`src/spim_map_pkg.sv`:
```
////////////////////////////////////////////////////////////////////////////
// host side map of the SPI master register block, 16-bit byte addresses
// command bit 0 is the valid bit, other command bits are latched on launch
////////////////////////////////////////////////////////////////////////////
`default_nettype none

package spim_map_pkg;

	localparam int ADDR_W = 16;
	localparam int DATA_W = 32;

	// register offsets
	localparam logic [ADDR_W-1:0] ADDR_CMD    = 16'h0000;
	localparam logic [ADDR_W-1:0] ADDR_STATUS = 16'h0004;
	localparam logic [ADDR_W-1:0] ADDR_DIAG0  = 16'h0008;
	localparam logic [ADDR_W-1:0] ADDR_DIAG1  = 16'h000C;
	localparam logic [ADDR_W-1:0] ADDR_SFRST  = 16'h0010;

	// buffer windows, bounds inclusive
	localparam logic [ADDR_W-1:0] WBUF_LO = 16'h0200;
	localparam logic [ADDR_W-1:0] WBUF_HI = 16'h09FF;
	localparam logic [ADDR_W-1:0] RBUF_LO = 16'h1000;
	localparam logic [ADDR_W-1:0] RBUF_HI = 16'h17FF;

	// command word layout
	localparam int CMD_VLD_BIT   = 0;
	localparam int CMD_RDNWR_BIT = 1;
	localparam int CMD_BRST_LSB  = 2;
	localparam int CMD_BRST_MSB  = 15;
	localparam int CMD_SSEL_LSB  = 30;
	localparam int CMD_SSEL_MSB  = 31;

	// soft reset register bits
	localparam int SFRST_WBUF     = 0;
	localparam int SFRST_RBUF     = 1;
	localparam int SFRST_AUTO_DIS = 2; // level, stored

	typedef struct packed {
		logic              wr;     // one cycle strobe
		logic              rd;     // one cycle strobe
		logic [ADDR_W-1:0] addr;
		logic [DATA_W-1:0] wdata;
	} avmm_req_t;

	typedef struct packed {
		logic [1:0]  sselect;
		logic [13:0] brstlen;
		logic        rdnwr;
	} spim_cmd_t;

	typedef enum logic {
		LAUNCH_IDLE,
		LAUNCH_ACTIVE
	} launch_state_e;

endpackage

`default_nettype wire

```
`src/spim_buf_pkg.sv`:
```
////////////////////////////////////////////////////////////////////////////
// buffer sizing and status word layout, count is 0..BUF_DEPTH inclusive
////////////////////////////////////////////////////////////////////////////
`default_nettype none

package spim_buf_pkg;

	localparam int BUF_DEPTH = 64;
	localparam int BUF_PTR_W = 6;
	localparam int BUF_CNT_W = 7;

	localparam logic [BUF_CNT_W-1:0] BUF_FULL_CNT = 7'd64;
	localparam logic [BUF_CNT_W-1:0] BUF_CNT_ONE  = 7'd1;
	localparam logic [BUF_PTR_W-1:0] BUF_PTR_ONE  = 6'd1;

	// status word bit positions
	localparam int STAT_WBUF_OVF = 0;
	localparam int STAT_WBUF_UNF = 1;
	localparam int STAT_RBUF_OVF = 2;
	localparam int STAT_RBUF_UNF = 3;
	localparam int STAT_WCNT_LSB = 8;
	localparam int STAT_RCNT_LSB = 16;

	typedef struct packed {
		logic [BUF_CNT_W-1:0] count;
		logic                 ovf;   // push while full, sticky
		logic                 unf;   // pop while empty, sticky
	} buf_stat_t;

	typedef struct packed {
		logic                            wbuf_pop;
		logic                            rbuf_push;
		logic [spim_map_pkg::DATA_W-1:0] miso_data;
	} spi_req_t;

	function automatic logic [spim_map_pkg::DATA_W-1:0] pack_status(input buf_stat_t ws,
		input buf_stat_t rs);
		logic [spim_map_pkg::DATA_W-1:0] word;
		word = '0;
		word[STAT_WBUF_OVF] = ws.ovf;
		word[STAT_WBUF_UNF] = ws.unf;
		word[STAT_RBUF_OVF] = rs.ovf;
		word[STAT_RBUF_UNF] = rs.unf;
		word[STAT_WCNT_LSB +: BUF_CNT_W] = ws.count;
		word[STAT_RCNT_LSB +: BUF_CNT_W] = rs.count;
		return word;
	endfunction

endpackage

`default_nettype wire

```
`src/spim_bridge_top.sv`:
```
////////////////////////////////////////////////////////////////////////////
// register and buffer block of the SPI master, single clock domain
// no wait-request; host strobes are one cycle and never overlap
////////////////////////////////////////////////////////////////////////////
`timescale 1ns/100ps
`default_nettype none

module spim_bridge_top (
	input  wire logic                            m_avmm_clk,
	input  wire logic                            m_avmm_rst_n,
	input  wire spim_map_pkg::avmm_req_t         avmm_req,
	output logic [spim_map_pkg::DATA_W-1:0]      avbreg_rdata,
	output logic                                 avbreg_rdatavld,
	input  wire spim_buf_pkg::spi_req_t          spi_req,
	output logic [spim_map_pkg::DATA_W-1:0]      mosi_data,
	output logic                                 mosi_vld,
	input  wire logic                            trans_done,
	input  wire logic                            ssn_off,
	input  wire logic [spim_map_pkg::DATA_W-1:0] dbg_bus0,
	input  wire logic [spim_map_pkg::DATA_W-1:0] dbg_bus1,
	output logic                                 s_transvld,
	output spim_map_pkg::spim_cmd_t              spim_cmd
);

	logic                            wbuf_push;
	logic [spim_map_pkg::DATA_W-1:0] wbuf_wdata;
	logic                            wbuf_sfrst;
	spim_buf_pkg::buf_stat_t         wbuf_stat;

	logic                            rbuf_pop;
	logic                            rbuf_sfrst;
	logic [spim_map_pkg::DATA_W-1:0] rbuf_rdata;
	spim_buf_pkg::buf_stat_t         rbuf_stat;

	logic [spim_map_pkg::DATA_W-1:0] cmd_word;
	logic                            auto_dis;
	logic                            auto_flush;

	spim_csr u_csr (
		.m_avmm_clk   (m_avmm_clk),
		.m_avmm_rst_n (m_avmm_rst_n),
		.avmm_req     (avmm_req),
		.rdata        (avbreg_rdata),
		.rdatavld     (avbreg_rdatavld),
		.trans_done   (trans_done),
		.ssn_off      (ssn_off),
		.dbg_bus0     (dbg_bus0),
		.dbg_bus1     (dbg_bus1),
		.wbuf_push    (wbuf_push),
		.wbuf_wdata   (wbuf_wdata),
		.wbuf_sfrst   (wbuf_sfrst),
		.wbuf_stat    (wbuf_stat),
		.rbuf_pop     (rbuf_pop),
		.rbuf_sfrst   (rbuf_sfrst),
		.rbuf_rdata   (rbuf_rdata),
		.rbuf_stat    (rbuf_stat),
		.cmd_word     (cmd_word),
		.auto_dis     (auto_dis),
		.auto_flush   (auto_flush)
	);

	// host fills, SPI side drains
	spim_buf_fifo u_wbuf (
		.m_avmm_clk   (m_avmm_clk),
		.m_avmm_rst_n (m_avmm_rst_n),
		.push         (wbuf_push),
		.wdata        (wbuf_wdata),
		.pop          (spi_req.wbuf_pop),
		.sfrst        (wbuf_sfrst),
		.rdata        (mosi_data),
		.rvld         (mosi_vld),
		.stat         (wbuf_stat)
	);

	// SPI side fills, host drains; csr tracks its own read valid
	spim_buf_fifo u_rbuf (
		.m_avmm_clk   (m_avmm_clk),
		.m_avmm_rst_n (m_avmm_rst_n),
		.push         (spi_req.rbuf_push),
		.wdata        (spi_req.miso_data),
		.pop          (rbuf_pop),
		.sfrst        (rbuf_sfrst),
		.rdata        (rbuf_rdata),
		.rvld         (),
		.stat         (rbuf_stat)
	);

	spim_cmd_launch u_launch (
		.m_avmm_clk   (m_avmm_clk),
		.m_avmm_rst_n (m_avmm_rst_n),
		.cmd_word     (cmd_word),
		.auto_dis     (auto_dis),
		.s_transvld   (s_transvld),
		.spim_cmd     (spim_cmd),
		.auto_flush   (auto_flush)
	);

endmodule

`default_nettype wire

```
`src/spim_buf_fifo.sv`:
```
////////////////////////////////////////////////////////////////////////////
// single clock buffer, no back-pressure; a push when full is dropped
// soft reset empties the buffer and wins over a push or pop in that cycle
////////////////////////////////////////////////////////////////////////////
`timescale 1ns/100ps
`default_nettype none

module spim_buf_fifo (
	input  wire logic                            m_avmm_clk,
	input  wire logic                            m_avmm_rst_n,
	input  wire logic                            push,
	input  wire logic [spim_map_pkg::DATA_W-1:0] wdata,
	input  wire logic                            pop,
	input  wire logic                            sfrst,
	output logic [spim_map_pkg::DATA_W-1:0]      rdata,
	output logic                                 rvld,
	output spim_buf_pkg::buf_stat_t              stat
);

	logic [spim_map_pkg::DATA_W-1:0]    mem [spim_buf_pkg::BUF_DEPTH];
	logic [spim_buf_pkg::BUF_PTR_W-1:0] wr_ptr;
	logic [spim_buf_pkg::BUF_PTR_W-1:0] rd_ptr;
	logic [spim_buf_pkg::BUF_CNT_W-1:0] count;
	logic                               ovf_q;
	logic                               unf_q;
	logic                               full;
	logic                               empty;
	logic                               do_push;
	logic                               do_pop;

	assign full    = (count == spim_buf_pkg::BUF_FULL_CNT);
	assign empty   = (count == '0);
	assign do_push = push && !full && !sfrst;
	assign do_pop  = pop && !empty && !sfrst;

	always_ff @(posedge m_avmm_clk) begin
		if (do_push)
			mem[wr_ptr] <= wdata;
	end

	//////////////////////////////////////////////////////////////////////////
	// pointers and fill count
	//////////////////////////////////////////////////////////////////////////

	always_ff @(posedge m_avmm_clk or negedge m_avmm_rst_n) begin
		if (!m_avmm_rst_n) begin
			wr_ptr <= '0;
			rd_ptr <= '0;
			count  <= '0;
		end else if (sfrst) begin
			wr_ptr <= '0;
			rd_ptr <= '0;
			count  <= '0;
		end else begin
			if (do_push)
				wr_ptr <= wr_ptr + spim_buf_pkg::BUF_PTR_ONE;
			if (do_pop)
				rd_ptr <= rd_ptr + spim_buf_pkg::BUF_PTR_ONE;
			case ({do_push, do_pop})
			2'b10:   count <= count + spim_buf_pkg::BUF_CNT_ONE;
			2'b01:   count <= count - spim_buf_pkg::BUF_CNT_ONE;
			default: count <= count;  // idle, or push and pop together
			endcase
		end
	end

	// sticky error flags
	always_ff @(posedge m_avmm_clk or negedge m_avmm_rst_n) begin
		if (!m_avmm_rst_n) begin
			ovf_q <= 1'b0;
			unf_q <= 1'b0;
		end else if (sfrst) begin
			ovf_q <= 1'b0;
			unf_q <= 1'b0;
		end else begin
			if (push && full)
				ovf_q <= 1'b1;
			if (pop && empty)
				unf_q <= 1'b1;
		end
	end

	// head word, zero when nothing was there to pop
	always_ff @(posedge m_avmm_clk or negedge m_avmm_rst_n) begin
		if (!m_avmm_rst_n) begin
			rdata <= '0;
			rvld  <= 1'b0;
		end else begin
			rvld  <= pop;
			rdata <= do_pop ? mem[rd_ptr] : '0;
		end
	end

	assign stat.count = count;
	assign stat.ovf   = ovf_q;
	assign stat.unf   = unf_q;

	a_cnt_max: assert property (@(posedge m_avmm_clk) disable iff (!m_avmm_rst_n)
		count <= spim_buf_pkg::BUF_FULL_CNT);

endmodule

`default_nettype wire

```
`src/spim_cmd_launch.sv`:
```
////////////////////////////////////////////////////////////////////////////
// command launcher, one cycle from the command register to s_transvld
////////////////////////////////////////////////////////////////////////////
`timescale 1ns/100ps
`default_nettype none

module spim_cmd_launch (
	input  wire logic                            m_avmm_clk,
	input  wire logic                            m_avmm_rst_n,
	input  wire logic [spim_map_pkg::DATA_W-1:0] cmd_word,
	input  wire logic                            auto_dis,
	output logic                                 s_transvld,
	output spim_map_pkg::spim_cmd_t              spim_cmd,
	output logic                                 auto_flush
);

	spim_map_pkg::launch_state_e state;
	spim_map_pkg::spim_cmd_t     cmd_fields;
	logic                        cmd_vld;

	assign cmd_vld            = cmd_word[spim_map_pkg::CMD_VLD_BIT];
	assign cmd_fields.sselect = cmd_word[spim_map_pkg::CMD_SSEL_MSB:spim_map_pkg::CMD_SSEL_LSB];
	assign cmd_fields.brstlen = cmd_word[spim_map_pkg::CMD_BRST_MSB:spim_map_pkg::CMD_BRST_LSB];
	assign cmd_fields.rdnwr   = cmd_word[spim_map_pkg::CMD_RDNWR_BIT];

	always_ff @(posedge m_avmm_clk or negedge m_avmm_rst_n) begin
		if (!m_avmm_rst_n) begin
			state      <= spim_map_pkg::LAUNCH_IDLE;
			s_transvld <= 1'b0;
			spim_cmd   <= '0;
			auto_flush <= 1'b0;
		end else begin
			auto_flush <= 1'b0;
			case (state)
			spim_map_pkg::LAUNCH_IDLE: begin
				if (cmd_vld) begin
					state      <= spim_map_pkg::LAUNCH_ACTIVE;
					s_transvld <= 1'b1;
					spim_cmd   <= cmd_fields;  // held for the whole transaction
					auto_flush <= !auto_dis;
				end
			end
			spim_map_pkg::LAUNCH_ACTIVE: begin
				if (!cmd_vld) begin        // trans_done or host cleared the bit
					state      <= spim_map_pkg::LAUNCH_IDLE;
					s_transvld <= 1'b0;
				end
			end
			endcase
		end
	end

	a_vld_state: assert property (@(posedge m_avmm_clk) disable iff (!m_avmm_rst_n)
		s_transvld == (state == spim_map_pkg::LAUNCH_ACTIVE));

endmodule

`default_nettype wire

```
`src/spim_csr.sv`:
```
////////////////////////////////////////////////////////////////////////////
// host register file and window decode, read data one cycle after strobe
// buffer strobes are decoded combinationally from the host request
////////////////////////////////////////////////////////////////////////////
`timescale 1ns/100ps
`default_nettype none

module spim_csr (
	input  wire logic                            m_avmm_clk,
	input  wire logic                            m_avmm_rst_n,
	input  wire spim_map_pkg::avmm_req_t         avmm_req,
	output logic [spim_map_pkg::DATA_W-1:0]      rdata,
	output logic                                 rdatavld,
	input  wire logic                            trans_done,
	input  wire logic                            ssn_off,
	input  wire logic [spim_map_pkg::DATA_W-1:0] dbg_bus0,
	input  wire logic [spim_map_pkg::DATA_W-1:0] dbg_bus1,
	output logic                                 wbuf_push,
	output logic [spim_map_pkg::DATA_W-1:0]      wbuf_wdata,
	output logic                                 wbuf_sfrst,
	input  wire spim_buf_pkg::buf_stat_t         wbuf_stat,
	output logic                                 rbuf_pop,
	output logic                                 rbuf_sfrst,
	input  wire logic [spim_map_pkg::DATA_W-1:0] rbuf_rdata,
	input  wire spim_buf_pkg::buf_stat_t         rbuf_stat,
	output logic [spim_map_pkg::DATA_W-1:0]      cmd_word,
	output logic                                 auto_dis,
	input  wire logic                            auto_flush
);

	logic                            in_wbuf;
	logic                            in_rbuf;
	logic                            sfrst_wr;
	logic [spim_map_pkg::DATA_W-1:0] cmd_q;
	logic [spim_map_pkg::DATA_W-1:0] diag0_q;
	logic [spim_map_pkg::DATA_W-1:0] diag1_q;
	logic [spim_map_pkg::DATA_W-1:0] rdata_q;
	logic [spim_map_pkg::DATA_W-1:0] reg_rd;
	logic                            sel_buf;   // last read came from the read buffer
	logic                            wbuf_sfrst_q;
	logic                            rbuf_sfrst_q;

	//////////////////////////////////////////////////////////////////////////
	// address decode
	//////////////////////////////////////////////////////////////////////////

	assign in_wbuf = (avmm_req.addr >= spim_map_pkg::WBUF_LO) &&
		(avmm_req.addr <= spim_map_pkg::WBUF_HI);
	assign in_rbuf = (avmm_req.addr >= spim_map_pkg::RBUF_LO) &&
		(avmm_req.addr <= spim_map_pkg::RBUF_HI);

	assign wbuf_push  = avmm_req.wr && in_wbuf;
	assign wbuf_wdata = avmm_req.wdata;
	assign rbuf_pop   = avmm_req.rd && in_rbuf;
	assign sfrst_wr   = avmm_req.wr && (avmm_req.addr == spim_map_pkg::ADDR_SFRST);

	//////////////////////////////////////////////////////////////////////////
	// registers
	//////////////////////////////////////////////////////////////////////////

	always_ff @(posedge m_avmm_clk or negedge m_avmm_rst_n) begin
		if (!m_avmm_rst_n) begin
			cmd_q <= '0;
		end else if (avmm_req.wr && (avmm_req.addr == spim_map_pkg::ADDR_CMD)) begin
			cmd_q <= avmm_req.wdata;
		end else if (trans_done) begin
			cmd_q[spim_map_pkg::CMD_VLD_BIT] <= 1'b0; // transaction finished
		end
	end

	always_ff @(posedge m_avmm_clk or negedge m_avmm_rst_n) begin
		if (!m_avmm_rst_n) begin
			diag0_q <= '0;
			diag1_q <= '0;
		end else begin
			if (ssn_off && !trans_done)
				diag0_q <= dbg_bus0;  // snapshot at slave deselect
			diag1_q <= dbg_bus1;      // free running copy
		end
	end

	// soft reset pulses and the auto-flush disable level
	always_ff @(posedge m_avmm_clk or negedge m_avmm_rst_n) begin
		if (!m_avmm_rst_n) begin
			wbuf_sfrst_q <= 1'b0;
			rbuf_sfrst_q <= 1'b0;
			auto_dis     <= 1'b0;
		end else begin
			wbuf_sfrst_q <= sfrst_wr && avmm_req.wdata[spim_map_pkg::SFRST_WBUF];
			rbuf_sfrst_q <= sfrst_wr && avmm_req.wdata[spim_map_pkg::SFRST_RBUF];
			if (sfrst_wr)
				auto_dis <= avmm_req.wdata[spim_map_pkg::SFRST_AUTO_DIS];
		end
	end

	assign wbuf_sfrst = wbuf_sfrst_q;
	assign rbuf_sfrst = rbuf_sfrst_q || auto_flush; // flush at every launch
	assign cmd_word   = cmd_q;

	//////////////////////////////////////////////////////////////////////////
	// read path
	//////////////////////////////////////////////////////////////////////////

	always_comb begin
		reg_rd = '0;
		case (avmm_req.addr)
		spim_map_pkg::ADDR_CMD:    reg_rd = cmd_q;
		spim_map_pkg::ADDR_STATUS: reg_rd = spim_buf_pkg::pack_status(wbuf_stat, rbuf_stat);
		spim_map_pkg::ADDR_DIAG0:  reg_rd = diag0_q;
		spim_map_pkg::ADDR_DIAG1:  reg_rd = diag1_q;
		spim_map_pkg::ADDR_SFRST:  reg_rd[spim_map_pkg::SFRST_AUTO_DIS] = auto_dis;
		default:                   reg_rd = '0;
		endcase
	end

	always_ff @(posedge m_avmm_clk or negedge m_avmm_rst_n) begin
		if (!m_avmm_rst_n) begin
			rdata_q  <= '0;
			sel_buf  <= 1'b0;
			rdatavld <= 1'b0;
		end else begin
			rdatavld <= avmm_req.rd;
			if (avmm_req.rd) begin
				sel_buf <= in_rbuf;
				rdata_q <= reg_rd;
			end
		end
	end

	// buffer head word is already registered inside the buffer
	assign rdata = sel_buf ? rbuf_rdata : rdata_q;

	a_no_rd_wr: assert property (@(posedge m_avmm_clk) disable iff (!m_avmm_rst_n)
		!(avmm_req.rd && avmm_req.wr));

endmodule

`default_nettype wire

```
`config.mk`:
```
export PLATFORM = sky130hd
export DESIGN_NAME = spim_bridge_top
export DESIGN_NICKNAME = d
export VERILOG_FILES = /design/src/spim_map_pkg.sv /design/src/spim_buf_pkg.sv /design/src/spim_bridge_top.sv /design/src/spim_buf_fifo.sv /design/src/spim_cmd_launch.sv /design/src/spim_csr.sv
export SDC_FILE = /design/constraint.sdc
export NUM_CORES = 2
export LEC_CHECK = 0
export ABC_CLOCK_PERIOD_IN_PS = 13100
export BUFFER_PORTS_ARGS = -buffer_cell sky130_fd_sc_hd__buf_2
export CORE_MARGIN = 2
export CORE_UTILIZATION = 50
export DETAILED_ROUTE_END_ITERATION = 12
export GPL_ROUTABILITY_DRIVEN = 1
export GPL_TIMING_DRIVEN = 1
export PLACE_DENSITY = 0.66
export SYNTH_ARGS = -nofsm -noshare
export SYNTH_HDL_FRONTEND = slang
export SYNTH_SLANG_ARGS = --single-unit
```
`constraint.sdc`:
```
create_clock -name m_avmm_clk -period 13.1 [get_ports m_avmm_clk]
set_input_delay 2.62 -clock m_avmm_clk [delete_from_list [all_inputs] [get_ports m_avmm_clk]]
set_output_delay 2.62 -clock m_avmm_clk [all_outputs]
set_load 0.02 [all_outputs]
```
=== Word level (Yosys, flattened, before mapping) ===
Memory sizes are Yosys's and may differ from the RTL's.
Cells that the tools add are included.

* $add $sub $neg: 8
* $lt $le $gt $ge: 4
* Equality and inequality tests: 12
* Muxes and demuxes: 38
* Bitwise logic cells: 1
* Reductions and logical operators: 46

{| class="wikitable"
|+ Operator list
! cell !! count
|-
| 29-bit one-hot mux with 4 select lines || 1
|-
| 32-bit 2-to-1 mux || 3
|-
| 6-bit 2-to-1 mux || 8
|-
| 16-bit by 4-bit == test with 1-bit output (second input constant) || 2
|-
| 7-bit one-hot mux with 2 select lines || 2
|-
| 6-bit by 1-bit adder with 6-bit output (second input constant) || 4
|-
| 1-bit logical AND || 21
|-
| 1-bit 2-to-1 mux || 19
|-
| 2-bit nonzero test || 9
|-
| 16-bit by 3-bit == test with 1-bit output (second input constant) || 1
|-
| 16-bit by 5-bit == test with 1-bit output (second input constant) || 1
|-
| 16-bit by 10-bit >= comparator with 1-bit output (second input constant) || 1
|-
| 16-bit by 13-bit >= comparator with 1-bit output (second input constant) || 1
|-
| 16-bit by 12-bit <= comparator with 1-bit output (second input constant) || 1
|-
| 16-bit by 13-bit <= comparator with 1-bit output (second input constant) || 1
|-
| 16-bit logical NOT || 1
|-
| 7-bit by 1-bit adder with 7-bit output (second input constant) || 2
|-
| 7-bit == test (second input constant) || 2
|-
| 7-bit logical NOT || 2
|-
| 7-bit 2-to-1 mux || 2
|-
| 7-bit by 1-bit subtractor with 7-bit output (second input constant) || 2
|-
| 1-bit logical NOT || 8
|-
| 2-bit one-hot mux with 4 select lines || 1
|-
| 3-bit nonzero test || 2
|-
| other kinds (8) || 12
|}

* Register bits after elaboration: 260
* Bits in writable memories: 4096
* Input port bits: 152
* Output and inout port bits: 84
* Word-level logic and storage cells: 140
* Memories kept: 2

{| class="wikitable"
|+ Memories
! memory !! words !! width !! read ports !! clocked after memory_dff !! wr ports !! RTL line !! RTL
|-
| u_rbuf.mem || 64 || 32 || 1 || 0 || 1 || spim_buf_fifo.sv:20 || <nowiki>logic [spim_map_pkg::DATA_W-1:0] mem [spim_buf_pkg::BUF_DEPTH];</nowiki>
|-
| u_wbuf.mem || 64 || 32 || 1 || 0 || 1 || spim_buf_fifo.sv:20 ||
|}

=== Longest topological paths before layout ===
* Depth in word-level cells: 8
* Gate-level depth with buffers: 11
* Gate-level depth less buffers: 10

=== Hierarchy ===
A second synthesis with hierarchy kept.

* Cell total of the unflattened synthesis: 7542
* Area total of the unflattened synthesis: 167543.2 sq um

{| class="wikitable"
|+ By module, submodules not included
! module !! times used !! cells each !! area each (sq um) !! sequential area each (sq um)
|-
| spim_buf_fifo (u_rbuf) || 1 || 3533 || 80440.9 || 62850.3
|-
| spim_buf_fifo (u_wbuf) || 1 || 3535 || 80415.9 || 62850.3
|-
| spim_csr || 1 || 431 || 5890.6 || 3328.2
|-
| spim_cmd_launch || 1 || 43 || 795.8 || 500.5
|}

=== Worst setup path after synthesis ===
OpenSTA, ideal clock, no wires.

* Path kind: in2reg
* From: input spi_req[32] (netlist name)
* To: memory u_rbuf.mem[63][0] (netlist name) (enable)
* Setup time: 0.461 ns
* Data arrival time: 5.914 ns
* Data required time: 12.639 ns
* Path slack: 6.725 ns
* Stages: 7
* Path buffers: 2
* Cell sequence: inv_1 a31oi_1 clkbuf_1 and2_1 buf_2 inv_1 nor3_1

* Word-level cells in the longest chain between the ends: 4

{| class="wikitable"
|+ RTL lines
! item !! RTL line !! RTL
|-
| start, declared || spim_bridge_top.sv:14 || <nowiki>input wire spim_buf_pkg::spi_req_t spi_req,</nowiki>
|-
| 1-bit logical AND (2 in series) || spim_buf_fifo.sv:33 || <nowiki>assign do_push = push && !full && !sfrst;</nowiki>
|-
| 1-bit 2-to-1 mux || spim_buf_fifo.sv:37 || <nowiki>if (do_push)</nowiki>
|-
| 1-bit 2-to-1 mux (not written as such) || spim_buf_fifo.sv:38 || <nowiki>mem[wr_ptr] <= wdata;</nowiki>
|-
| end, declared || spim_buf_fifo.sv:20 ||
|}

No other way between the ends.

=== Final worst setup path ===
* From: input avmm_req[44] (netlist name)
* To: memory u_wbuf.mem[16][18] (netlist name) (enable)

* Word-level cells in the longest chain between the ends: 7
* Elaborated cells on any way between the ends: 8
* Those cells by class: order compare (2); mux (2); reduce/logical (4)

{| class="wikitable"
|+ RTL lines
! item !! RTL line !! RTL
|-
| start, declared || spim_bridge_top.sv:11 || <nowiki>input wire spim_map_pkg::avmm_req_t avmm_req,</nowiki>
|-
| 16-bit by 10-bit >= comparator with 1-bit output or 16-bit by 12-bit <= comparator with 1-bit output (tied branches) || spim_csr.sv:47, spim_csr.sv:48 ||
|-
| 1-bit logical AND * || spim_csr.sv:47 || <nowiki>assign in_wbuf = (avmm_req.addr >= spim_map_pkg::WBUF_LO) &&</nowiki>
|-
| 1-bit logical AND * || spim_csr.sv:52 || <nowiki>assign wbuf_push = avmm_req.wr && in_wbuf;</nowiki>
|-
| 1-bit logical AND * (2 in series) || spim_buf_fifo.sv:33 ||
|-
| 1-bit 2-to-1 mux * || spim_buf_fifo.sv:37 ||
|-
| 1-bit 2-to-1 mux (not written as such) * || spim_buf_fifo.sv:38 ||
|-
| end, declared || spim_buf_fifo.sv:20 ||
|}

Mark *: on every way between the ends. The rest lies on a longest branch, timed or not.

==> qor.csv <==
stage,metric,value,unit
synth,syn_inst,7461,
critical_path,rr_startpoint,u_rbuf.rd_ptr[0],
synth,dominantRegCellSynth,edfxtp_1,
timing,slew_violations,0,
clock_tree,cts_sinks,4356,
clock_tree,cts_resized,0,
timing,worstMarginPinSlew,1.28,ns
placement,gp_congestion,0.926,
hold_path,min_path_type,reg2reg,
critical_path,rrSetupSlack,8.15,ns
layout,fin_cells,12600,
critical_path,critPathKind,in2reg,
critical_path,cp_max_fo,32,
clock_tree,post_cts_buffers,0,
synth,async_flop_share,5.97,%
synth,avgSynthCellArea,22.2,um^2
floorplan,coreArea,330000,um^2
placement,dpl-instance-area,173000,um^2
floorplan,num_rows,211,
placement,preCtsSetupSlack,5.53,ns
timing,setup_tns,0,ns
pwr,power_density,193,nW/um^2
run_status,status,"complete, no violations",
synth,synth_top_area_share,74.1,%
critical_path,reg2reg_to,u_rbuf.rdata[8],
routing,first_iter_violations,10800,
synth,ys_ff_latch,4356,
pwr,p_leak,58.7,nW
routing,vias_per_cell,6.33,
layout,fin_nets,8015,
hold_path,holdPathStages,0,
global_route,grt_pass1_wl,614000,um
synth,synth_area,166000,um^2
layout,final_cell_mix,"edfxtp_1, mux4_2, clkbuf_16",
clock_tree,cts-buffers-inserted,428,
layout,final_common_cell,edfxtp_1,
layout,area_growth,12.7,%
placement,dp_hpwl,258000,um
clock_tree,path_clk_slew,0.06,ns
hold_path,min_to,u_launch.state,
clock_tree,htree_levels,5,
pwr,p_seq_share,44.2,%
critical_path,start_kind,primary input,
global_route,grt.total_usage,25.9,%
critical_path,crit_required,13.65,ns
clock_tree,insertion_delay,0.98,ns
pwr,sw_frac_of_total,28.5,%
flow_run,maxCapViolCount,0,
timing,setup_viol,0,
timing,fin_ws,6.58,ns
synth,synth_cell_types,70,
synth,syn-num-nets,7626,
routing,routedWlPerCell,34.9,um
pwr,p_comb_share,22.3,%
critical_path,r2r_cells,6,
global_route,grt_max_degree,135,
global_route,antenna_found_initial,24,
critical_path,end_kind,register,
floorplan,die_w,580,um
routing,wl,440000,um
layout,final_area,187000,um^2
synth,yosys_warnings,0,
floorplan,start_util,50.3,%
placement,dpl.cell_count,11800,
timing,min_period,6.52,ns
critical_path,crit_arrival,7.07,ns
synth,ys_seq_area_share,78.0,%
hold_path,min-delay-start,u_csr.cmd_word[0],
clock_tree,cts_root_buf,clkbuf_16,
pwr,vdd_drop_max,0.153,mV
floorplan,dieArea,337000,um^2
timing,fin_worst_skew,0.0579,ns
timing,period_share,49.8,%
timing,rsz0062_at_grt,no,
layout,drive_gt1_share,29.0,%
routing,vias,79900,
clock_tree,cts_tree,done,
synth,yosysTopAreaCell,edfxtp_1,
pwr,clkPwrFrac,33.5,%
synth,synth_edf_count,4096,
floorplan,dieHeight,580,um
timing,max_freq,0.153,GHz
pwr,intPower,25.8,mW
synth,synthTopCellsByArea,"edfxtp_1, mux4_2, dfrtp_1",
placement,portBuffers,235,
clock_tree,cts_buffer_depth,4,
floorplan,design.portCount,236,
routing,dr.pass1.iters,8,
global_route,overflow,0,
clock_tree,hold_buffers,0,
timing,slew_headroom,13.7,%
pwr,switching_power,10.3,mW
timing,hold_viol_final,0,
routing,drc,0,
routing,postRouteAntennaNets,0,
global_route,grt_pass1_vias,79200,
## final cells by class
class | count | area (um^2)
multi-input combinational | 2659 | 35700
tap | 4366 | 5460
antenna | 52 | 130
fill | 23800 | 143000
clock inverter | 224 | 2070
sequential | 4356 | 130000
clock buffer | 564 | 11700
timing repair buffer | 392 | 2480
inverter | 13 | 48.8
## cells in the mapped netlist, types with 11 or more instances
master,n
inv_1,12
mux2_2,243
o21ai_0,79
ha_1,12
o22ai_1,130
buf_2,132
a22o_1,48
buf_1,51
or3_1,11
nand3_1,22
nor2_1,213
o221ai_1,31
and3_1,38
a22oi_1,271
dfrtp_1,260
nor2b_1,28
a21oi_1,14
mux2i_1,200
nor3_1,42
mux4_2,977
nand2_1,98
clkbuf_1,248
a221o_1,46
o31ai_1,32
xor2_1,14
edfxtp_1,4096
## metal layers
metal	vias to the layer above	track usage [%]	routed length, um
met5	-	0	42
met4	8	11.5	22600
met3	723	3.71	35300
met2	4071	42.7	219000
met1	42700	34.7	164000
li1	32400	-	-
## flip-flops by register name, summed over array words and instances (netlist names), 6 cells and up
register           cells
u_rbuf.wr_ptr          6
u_wbuf.wr_ptr          6
u_csr.diag0_q         32
u_rbuf.mem          2048
u_csr.cmd_word        32
u_wbuf.rdata          32
u_rbuf.count           7
u_wbuf.mem          2048
u_rbuf.rdata          32
u_launch.spim_cmd     17
u_csr.diag1_q         32
u_wbuf.rd_ptr          6
u_csr.rdata_q         32
u_wbuf.count           7
u_rbuf.rd_ptr          6
## worst max-delay path: stages
cell and delay (ns):
buf_2 0.12, nor4_4 0.25, buf_4 0.27, nand4_1 0.61
nor2_2 0.72, nand4bb_2 1.05, nor2_4 1.34
## cell families after synthesis
kind of cell | count (synthesis) | share of synthesized area, %
fa+ha+maj | 13 | 0.103
mux | 1422 | 16.1
buf+inv | 446 | 1.11
xor+xnor | 23 | 0.126
simple gates | 528 | 1.55
compound gates | 673 | 2.95
flops | 4356 | 78.0
## per-stage QoR
step	utilization, %	hold slack (ns)	total power, mW
CTS	56.6	0.467	36.2
floorplan	-	0.408	21.3
global placement	52.5	0.441	24.2
detailed placement	52.5	0.458	24.3
global route	56.6	0.479	37.1
finish	56.6	0.461	36.1
## power by group through the flow
stage | Combinational [mW] | Clock [mW] | Sequential [mW]
final | 8.06 | 12.1 | 15.9
after global routing | 8.40 | 12.7 | 16.0
after CTS | 8.09 | 12.2 | 15.9
after detailed placement | 8.06 | 0 | 16.2
after global placement | 8.00 | 0 | 16.2
after floorplan | 5.26 | 0 | 16.0
## worst max-delay path by stage
stage | startpoint | end | slack, ns | depth (start not counted)
finish | avmm_req[44] | u_wbuf.mem[16][18] | 6.58 | 7
global route | avmm_req[44] | u_wbuf.mem[50][16] | 6.48 | 8
CTS | avmm_req[44] | u_wbuf.mem[16][18] | 6.53 | 7
detailed placement | avmm_req[44] | u_wbuf.mem[16][9] | 5.53 | 7
global placement | avmm_req[44] | u_wbuf.mem[22][11] | 5.56 | 8
floorplan | spi_req[32] | u_rbuf.mem[63][0] | 6.73 | 7
No activity file was read; power rests on OpenSTA's default activity.
